<file path="src/verilog/bringup_pkg.sv">
// shared widths and report characters; pin count must stay a power of two for the scanner select
package bringup_pkg;

	localparam int NUM_PINS = 16;                 // sensed pins in the bank

	typedef logic [NUM_PINS-1:0] pin_vec_t;       // one bit per pin, bit 0 first
	typedef logic [7:0] byte_t;                   // uart data byte

	// activity counter reload, in decay ticks
	localparam int ACTIVITY_MAX = 7;

	typedef logic [$clog2(ACTIVITY_MAX+1)-1:0] activity_t;

	// report line characters
	localparam byte_t CHAR_ACTIVE = 8'h31;        // "1"
	localparam byte_t CHAR_IDLE = 8'h2e;          // "."
	localparam byte_t CHAR_CR = 8'h0d;
	localparam byte_t CHAR_LF = 8'h0a;

	// one char per pin plus cr lf
	localparam int REPORT_LEN = NUM_PINS + 2;

	typedef logic [$clog2(REPORT_LEN)-1:0] report_idx_t;

	// default timing for a 12 MHz board clock
	localparam int DEFAULT_CLOCKS_PER_DEC = 12000;      // 1 kHz decay
	localparam int DEFAULT_CLOCKS_PER_SCAN = 1200000;   // 10 Hz reports
	localparam int DEFAULT_CLOCKS_PER_BAUD = 104;       // 115200 baud
	localparam int DEFAULT_DRIVER_HALF = 6000;          // 1 kHz square wave

	typedef enum logic [1:0] {
		IDLE,        // waiting for a scan tick
		SEND,        // write strobe for the current byte
		WAIT_BUSY,   // uart has not yet raised busy
		WAIT_IDLE    // frame in flight
	} scanner_state_t;

endpackage

</file>
<file path="src/verilog/pulse.sv">
// one-cycle tick every CLOCKS_PER_PULSE cycles; first tick CLOCKS_PER_PULSE cycles after reset
`default_nettype none

module pulse #(
	parameter int CLOCKS_PER_PULSE = 12000
) (
	input  wire  clock,
	input  wire  rst_n_i,
	output logic pulse_o
);

	typedef logic [$clog2(CLOCKS_PER_PULSE+1)-1:0] count_t;

	count_t count;

	always_ff @(posedge clock) begin
		if (!rst_n_i) begin
			count <= count_t'(CLOCKS_PER_PULSE - 1);
			pulse_o <= 1'b0;
		end else if (count == '0) begin
			count <= count_t'(CLOCKS_PER_PULSE - 1);   // reload
			pulse_o <= 1'b1;
		end else begin
			count <= count - 1'b1;
			pulse_o <= 1'b0;
		end
	end

endmodule

`default_nettype wire

</file>
<file path="src/verilog/bringup_driver.sv">
// square wave on the loopback pin, period 2*DRIVER_HALF cycles, low out of reset
`default_nettype none

module bringup_driver #(
	parameter int DRIVER_HALF = 6000
) (
	input  wire  clock,
	input  wire  rst_n_i,
	output logic drive_o
);

	typedef logic [$clog2(DRIVER_HALF+1)-1:0] half_t;

	half_t count;

	// invert once per half period so the far-side sensor always sees edges
	always_ff @(posedge clock) begin
		if (!rst_n_i) begin
			count <= half_t'(DRIVER_HALF - 1);
			drive_o <= 1'b0;
		end else if (count == '0) begin
			count <= half_t'(DRIVER_HALF - 1);
			drive_o <= ~drive_o;                  // half period done
		end else begin
			count <= count - 1'b1;
		end
	end

endmodule

`default_nettype wire

</file>
<file path="src/verilog/bringup_sensor.sv">
// pin activity detector; mark lags a pin edge by 3 cycles and drops ACTIVITY_MAX decay ticks later
`default_nettype none

module bringup_sensor (
	input  wire  clock,
	input  wire  rst_n_i,
	input  wire  pin_i,
	input  wire  dec_i,
	output logic sensed_o
);

	logic sync1;
	logic sync2;
	logic prev;
	logic edge_seen;
	bringup_pkg::activity_t activity;

	// pin is asynchronous to clock
	always_ff @(posedge clock) begin
		if (!rst_n_i) begin
			sync1 <= 1'b0;
			sync2 <= 1'b0;
			prev <= 1'b0;
		end else begin
			sync1 <= pin_i;
			sync2 <= sync1;
			prev <= sync2;                        // edge register
		end
	end

	assign edge_seen = sync2 ^ prev;           // either direction counts

	// an edge wins over a decay tick in the same cycle
	always_ff @(posedge clock) begin
		if (!rst_n_i)
			activity <= '0;
		else if (edge_seen)
			activity <= bringup_pkg::activity_t'(bringup_pkg::ACTIVITY_MAX);
		else if (dec_i && activity != '0)
			activity <= activity - 1'b1;
	end

	assign sensed_o = (activity != '0);

endmodule

`default_nettype wire

</file>
<file path="src/verilog/bringup_scanner.sv">
// report builder; scan ticks during a running report are dropped, the uart paces the bytes
`default_nettype none

module bringup_scanner (
	input  wire                    clock,
	input  wire                    rst_n_i,
	input  wire                    pulse_i,
	input  bringup_pkg::pin_vec_t  state_i,
	input  wire                    hold_i,
	output logic                   write_o,
	output bringup_pkg::byte_t     data_o
);

	bringup_pkg::scanner_state_t state;
	bringup_pkg::pin_vec_t snapshot;
	bringup_pkg::report_idx_t index;
	logic last_byte;

	assign last_byte = (index == bringup_pkg::report_idx_t'(bringup_pkg::REPORT_LEN - 1));

	always_ff @(posedge clock) begin
		if (!rst_n_i) begin
			state <= bringup_pkg::IDLE;
			index <= '0;
		end else begin
			case (state)
				bringup_pkg::IDLE: begin
					if (pulse_i) begin
						index <= '0;
						state <= bringup_pkg::SEND;
					end
				end
				bringup_pkg::SEND: begin
					if (!hold_i)
						state <= bringup_pkg::WAIT_BUSY;   // byte taken by the uart
				end
				bringup_pkg::WAIT_BUSY: begin
					if (hold_i)
						state <= bringup_pkg::WAIT_IDLE;
				end
				bringup_pkg::WAIT_IDLE: begin
					if (!hold_i) begin
						if (last_byte) begin
							state <= bringup_pkg::IDLE;     // line complete
						end else begin
							index <= index + 1'b1;
							state <= bringup_pkg::SEND;
						end
					end
				end
				default: state <= bringup_pkg::IDLE;
			endcase
		end
	end

	// marks are frozen for the whole line
	always_ff @(posedge clock) begin
		if (state == bringup_pkg::IDLE && pulse_i)
			snapshot <= state_i;
	end

	// strobe lasts the single SEND cycle
	assign write_o = (state == bringup_pkg::SEND) && !hold_i;

	// pins from 0 upward, then the line end
	always_comb begin
		if (index < bringup_pkg::report_idx_t'(bringup_pkg::NUM_PINS)) begin
			if (snapshot[index[$clog2(bringup_pkg::NUM_PINS)-1:0]])
				data_o = bringup_pkg::CHAR_ACTIVE;
			else
				data_o = bringup_pkg::CHAR_IDLE;
		end else if (index == bringup_pkg::report_idx_t'(bringup_pkg::NUM_PINS)) begin
			data_o = bringup_pkg::CHAR_CR;
		end else begin
			data_o = bringup_pkg::CHAR_LF;
		end
	end

endmodule

`default_nettype wire

</file>
<file path="src/verilog/uart_tx.sv">
// 8N1 transmitter; a write while busy is ignored, busy covers the stop bit
`default_nettype none

module uart_tx #(
	parameter int CLOCKS_PER_BAUD = 104
) (
	input  wire                 clock,
	input  wire                 rst_n_i,
	input  wire                 write_i,
	input  bringup_pkg::byte_t  data_i,
	output logic                busy_o,
	output logic                tx_o
);

	typedef logic [$clog2(CLOCKS_PER_BAUD+1)-1:0] baud_t;
	typedef logic [3:0] bit_idx_t;

	logic [9:0] shifter;                       // stop, data msb..lsb, start
	baud_t baud_count;
	bit_idx_t bit_count;

	always_ff @(posedge clock) begin
		if (!rst_n_i) begin
			shifter <= '1;                        // line idles high
			baud_count <= '0;
			bit_count <= '0;
			busy_o <= 1'b0;
		end else if (!busy_o) begin
			if (write_i) begin
				shifter <= {1'b1, data_i, 1'b0};
				baud_count <= baud_t'(CLOCKS_PER_BAUD - 1);
				bit_count <= '0;
				busy_o <= 1'b1;
			end
		end else if (baud_count == '0) begin
			// bit time over, move to the next bit
			shifter <= {1'b1, shifter[9:1]};
			baud_count <= baud_t'(CLOCKS_PER_BAUD - 1);
			bit_count <= bit_count + 1'b1;
			if (bit_count == bit_idx_t'(9))
				busy_o <= 1'b0;                     // stop bit done
		end else begin
			baud_count <= baud_count - 1'b1;
		end
	end

	assign tx_o = shifter[0];

endmodule

`default_nettype wire

</file>
<file path="src/verilog/bringup_levelshifter.sv">
// level shifter tester top; pin NUM_PINS-1 is meant to be looped back from drive_o on the board
`default_nettype none

module bringup_levelshifter #(
	parameter int CLOCKS_PER_DEC = bringup_pkg::DEFAULT_CLOCKS_PER_DEC,
	parameter int CLOCKS_PER_SCAN = bringup_pkg::DEFAULT_CLOCKS_PER_SCAN,
	parameter int CLOCKS_PER_BAUD = bringup_pkg::DEFAULT_CLOCKS_PER_BAUD,
	parameter int DRIVER_HALF = bringup_pkg::DEFAULT_DRIVER_HALF
) (
	input  wire                    clock,
	input  wire                    rst_n_i,
	input  bringup_pkg::pin_vec_t  sense_i,
	output logic                   drive_o,
	output logic                   uart_tx_o
);

	logic dec;
	logic scan_pulse;
	bringup_pkg::pin_vec_t sensor_state;
	logic uart_write;
	bringup_pkg::byte_t uart_data;
	logic uart_busy;

	bringup_driver #(.DRIVER_HALF(DRIVER_HALF)) driver0 (
		.clock(clock),
		.rst_n_i(rst_n_i),
		.drive_o(drive_o));

	// decay must stay slower than the driver toggle
	pulse #(.CLOCKS_PER_PULSE(CLOCKS_PER_DEC)) pulse_dec (
		.clock(clock),
		.rst_n_i(rst_n_i),
		.pulse_o(dec));

	pulse #(.CLOCKS_PER_PULSE(CLOCKS_PER_SCAN)) pulse_scan (
		.clock(clock),
		.rst_n_i(rst_n_i),
		.pulse_o(scan_pulse));

	for (genvar i = 0; i < bringup_pkg::NUM_PINS; i++) begin : gen_sensor
		bringup_sensor sensor0 (
			.clock(clock),
			.rst_n_i(rst_n_i),
			.pin_i(sense_i[i]),
			.dec_i(dec),
			.sensed_o(sensor_state[i]));
	end

	bringup_scanner scanner0 (
		.clock(clock),
		.rst_n_i(rst_n_i),
		.pulse_i(scan_pulse),
		.state_i(sensor_state),
		.hold_i(uart_busy),
		.write_o(uart_write),
		.data_o(uart_data));

	uart_tx #(.CLOCKS_PER_BAUD(CLOCKS_PER_BAUD)) uart_tx0 (
		.clock(clock),
		.rst_n_i(rst_n_i),
		.write_i(uart_write),
		.data_i(uart_data),
		.busy_o(uart_busy),
		.tx_o(uart_tx_o));

endmodule

`default_nettype wire

</file>
<file path="config.mk">
export PLATFORM = sky130hd
export DESIGN_NAME = bringup_levelshifter
export DESIGN_NICKNAME = d
export VERILOG_FILES = /design/src/verilog/bringup_pkg.sv /design/src/verilog/pulse.sv /design/src/verilog/bringup_driver.sv /design/src/verilog/bringup_sensor.sv /design/src/verilog/bringup_scanner.sv /design/src/verilog/uart_tx.sv /design/src/verilog/bringup_levelshifter.sv
export SDC_FILE = /design/constraint.sdc
export NUM_CORES = 1
export LEC_CHECK = 0
export BUFFER_PORTS_ARGS = -buffer_cell sky130_fd_sc_hd__buf_2
export CAP_MARGIN = 20
export CORE_ASPECT_RATIO = 0.8
export CORE_UTILIZATION = 44
export CTS_CLUSTER_SIZE = 16
export DETAILED_ROUTE_END_ITERATION = 6
export HOLD_SLACK_MARGIN = 0.03
export PLACE_DENSITY_LB_ADDON = 0.25
export SYNTH_ARGS = -nofsm -noshare
export SYNTH_HDL_FRONTEND = slang
export SYNTH_SLANG_ARGS = --single-unit
export TNS_END_PERCENT = 5
</file>
<file path="constraint.sdc">
create_clock -name clock -period 2.45 [get_ports clock]
set_input_delay 0.245 -clock clock [delete_from_list [all_inputs] [get_ports clock]]
set_output_delay 0.245 -clock clock [all_outputs]
set_load 0.02 [all_outputs]
</file>
==> metrics.yaml <==
sta:
  max_slew_margin: 0.469
  timing_worst_slew_pin_value_ns: 0.796
  fmax_ghz: 0.439
  fin_worst_hold_slack_ns: 0.271
  setup_tns_ns: 0
  min_period_over_period: 0.929
  clock_skew_ns: 0.0135
  slew_violations: 0
  unrepaired_setup_endpoints_after_global_routing: "false"
  min_clock_period_post_route_ns: 2.28
  setup_viol: 0
  timing_hold_violations_final: 0
yosys:
  postSynthRegisterBits: 191
  portion_of_the_post_synthesis_area_used_by_sequential_elements: 0.494
  dominant_synthesized_flop_cell: "sky130_fd_sc_hd__dfxtp_1"
  synth_cell_type_count: 51
  ys_warn_count: 0
  postSynth.asyncResetShare: 0
  synth-edff-count: 16
  synthesis.area_per_instance_um2: 9.56
  synth.cell_area_mm2: 0.00806
  postSynthCellCount: 843
  postSynthNetCount: 908
drt:
  post_dr_wirelength_cell_um: 11.5
  vias_per_cell: 4.85
  route.detailed.drc: 0
  number_of_detailed_route_iterations_in_the_first_pass: 4
  drt-initial-drc-count: 259
  vias: 5425
  detail-route-antenna-nets: 0
  route.final.wire_length_um: 12900
global_route:
  maximum_number_of_pins_on_one_net_before_global_route_repair: 64
  via_count_of_the_first_global_routing_pass: 4842
  grt_first_pass_wirelength_um: 22000
  grt-ovfl-total: 0
  track_usage: 0.145
  number_of_antenna_violations_at_the_first_check_in_global_routing: 0
min_path:
  min_delay_path_depth: 4
  worstHoldStart: "rst_n_i"
  min-delay-path-class: "in2reg"
  min_delay_worst_endpoint: "pulse_scan.count[2]"
place:
  buffer_ports.inserted: 19
  gp_weighted_congestion: 0.739
  place.detailed.hpwl_um: 8250
  placed_cell_area_mm2: 0.00841
setup_path:
  critPathKind: "reg2reg"
  timing.rr.start: "pulse_scan.count[13]"
  worst-path-buf-inv: 0
  timing.rr.end: "pulse_scan.count[12]"
  crit_path_max_fanout: 5
  worst-r2r-cell-count: 5
  critical_path_s_largest_stage_delay_ns: 0.71
  timing.critical_path.arrival_ns: 2.58
  timing.reg2reg.setup_slack_ns: 0.17
  setup_crit_end_kind: "register"
  cp.required_ns: 2.76
  path_cells: "or4_1 -> or4b_2 -> nor3_2 -> nand2b_1 -> nor2_1"
  worst_setup_path_start_kind: "register"
  cp_top_family: "simple AND/OR/NAND/NOR gates"
  slowest_stage: "sky130_fd_sc_hd__or4b_2"
finish:
  postLayoutCellArea_mm2: 0.00920
  layout-area-overhead-vs-synth_pct: 14.1
  fin_nets: 946
  final_layout_size_suffix_gt1_frac: 0.0839
  final_common_cell: "sky130_fd_sc_hd__dfxtp_1"
  most-common-layout-cells: "sky130_fd_sc_hd__dfxtp_1, sky130_fd_sc_hd__a21oi_1, sky130_fd_sc_hd__nor2_1, sky130_fd_sc_hd__nand2_1, sky130_fd_sc_hd__xnor2_1"
  number_of_diodes: 0
cts:
  root_buffer: "sky130_fd_sc_hd__clkbuf_16"
  cts_tree: "yes"
  clock_path_buffers: 2
  clock_sink_count: 191
  path_clk_slew_ns: 0.07
  clock_tree.htree_level_count: 4
  tritoncts.num_buffers: 17
  worstSkewPairLatency_ns: 0.43
  postCtsSetupRepairBufs: 0
power_and_ir_drop:
  clockPowerShare: 0.387
  power.internal_mw: 5.54
  post-layout-total-power_mw: 7.52
  power.static_leakage_nw: 3.46
  power_switching_share: 0.264
  p_seq_frac: 0.461
  power_density_mw_per_mm2: 817
  power.switching_mw: 1.98
  vdd.ir_drop.worst_v: 0.000472
  combinational_fraction_of_design_power: 0.152
job:
  max-cap-violations: 0
die:
  start_util: 0.457
  die-area_mm2: 0.0189
  ios: 20
  rows: 43
  placeableCoreArea_mm2: 0.0176
  die-height_um: 123
  fp.dieW_um: 153
run_status:
  outcome: "finished, final reports clean"
## final cells by class
cell class	instances	area [um^2]
fillers	1616	8450
inverters	49	184
repair buffers	45	330
multi-input cells	577	3790
clock buffers	20	458
clock inverters	12	168
flip-flops and latches	191	3980
well taps	225	282
## power by group through the flow
stage | registers [mW] | logic (mW) | clock network, mW
global route | 3.49 | 1.29 | 3.14
floorplan | 3.51 | 0.898 | 0
finish | 3.47 | 1.14 | 2.91
CTS | 3.47 | 1.15 | 2.99
global placement | 3.54 | 1.11 | 0
detailed placement | 3.54 | 1.12 | 0
## flip-flops by register name (all words and copies together), names as in the netlist
signal,count
driver0.count,13
driver0.drive_o,1
uart_tx0.shifter,9
uart_tx0.busy_o,1
gen_sensor.sensor0.prev,16
gen_sensor.sensor0.activity,48
scanner0.state,2
scanner0.snapshot,16
gen_sensor.sensor0.sync2,16
pulse_scan.pulse_o,1
pulse_dec.count,14
uart_tx0.bit_count,4
pulse_dec.pulse_o,1
scanner0.index,5
pulse_scan.count,21
uart_tx0.baud_count,7
gen_sensor.sensor0.sync1,16
## layer usage
layer  global-route usage  wire, um  up-vias
met5                    0         0        -
met1                0.190      6880     2464
met2                0.227      5560       36
li1                     -         -     2909
met3               0.0407       277       16
met4               0.0568       183        0
## cell families (layout without fill, tap and decap cells)
group,Yosys count,count (layout),synth area share
buf+inv,75,126,0.0360
fa+ha+maj,47,47,0.0730
compound gates,124,124,0.0879
xor+xnor,90,90,0.0978
flops,191,191,0.494
simple gates,301,301,0.192
mux,15,15,0.0192
## cell usage after synthesis, drive strengths merged, types with 5 or more instances
cell / number / area share
and2: 49 / 0.038
nor2: 71 / 0.033
o21ai: 12 / 0.0075
clkbuf: 22 / 0.010
or3: 8 / 0.0068
inv: 49 / 0.023
o31ai: 5 / 0.0047
nor4: 9 / 0.0078
nor3b: 5 / 0.0047
or4: 9 / 0.0088
edfxtp: 16 / 0.060
nor3: 19 / 0.012
nand3: 27 / 0.017
a21oi: 83 / 0.052
nand2: 64 / 0.030
ha: 47 / 0.073
xnor2: 63 / 0.068
mux2i: 11 / 0.014
xor2: 27 / 0.029
dfxtp: 175 / 0.43
nand2b: 22 / 0.017
## stage by stage
step | setup slack (ns) | util | instances
final | 0.174 | 0.521 | 1119
after floorplan | 0.316 | - | 843
after global routing | 0.0726 | 0.521 | 1119
after detailed placement | 0.183 | 0.476 | 1071
after CTS | 0.141 | 0.521 | 1119
after global placement | 0.238 | 0.476 | 1071
## how the worst max path moves through the flow
stage / start / end / slack [ns] / cells past startpoint
after CTS: pulse_scan.count[13] / pulse_scan.count[17] / 0.14 / 5
final: pulse_scan.count[13] / pulse_scan.count[12] / 0.17 / 5
after global routing: pulse_scan.count[13] / pulse_scan.count[15] / 0.07 / 5
after detailed placement: pulse_scan.count[13] / pulse_scan.count[17] / 0.18 / 5
after global placement: pulse_scan.count[13] / pulse_scan.count[17] / 0.24 / 5
after floorplan: pulse_dec.count[5] / pulse_dec.count[0] / 0.32 / 6
## worst reg2reg max path, cell delays in order, from the launching register on
cell,delay (ns)
sky130_fd_sc_hd__dfxtp_1,0.34
sky130_fd_sc_hd__or4_1,0.60
sky130_fd_sc_hd__or4b_2,0.71
sky130_fd_sc_hd__nor3_2,0.20
sky130_fd_sc_hd__nand2b_1,0.24
sky130_fd_sc_hd__nor2_1,0.07
## what timing repair did
item                                    CTS  global route
hold buffers                             16             0
endpoints found under the setup margin    0             1
hold endpoints to repair                 16             0
gates resized for setup                   0             2
(Power assumes the default switching activity.)
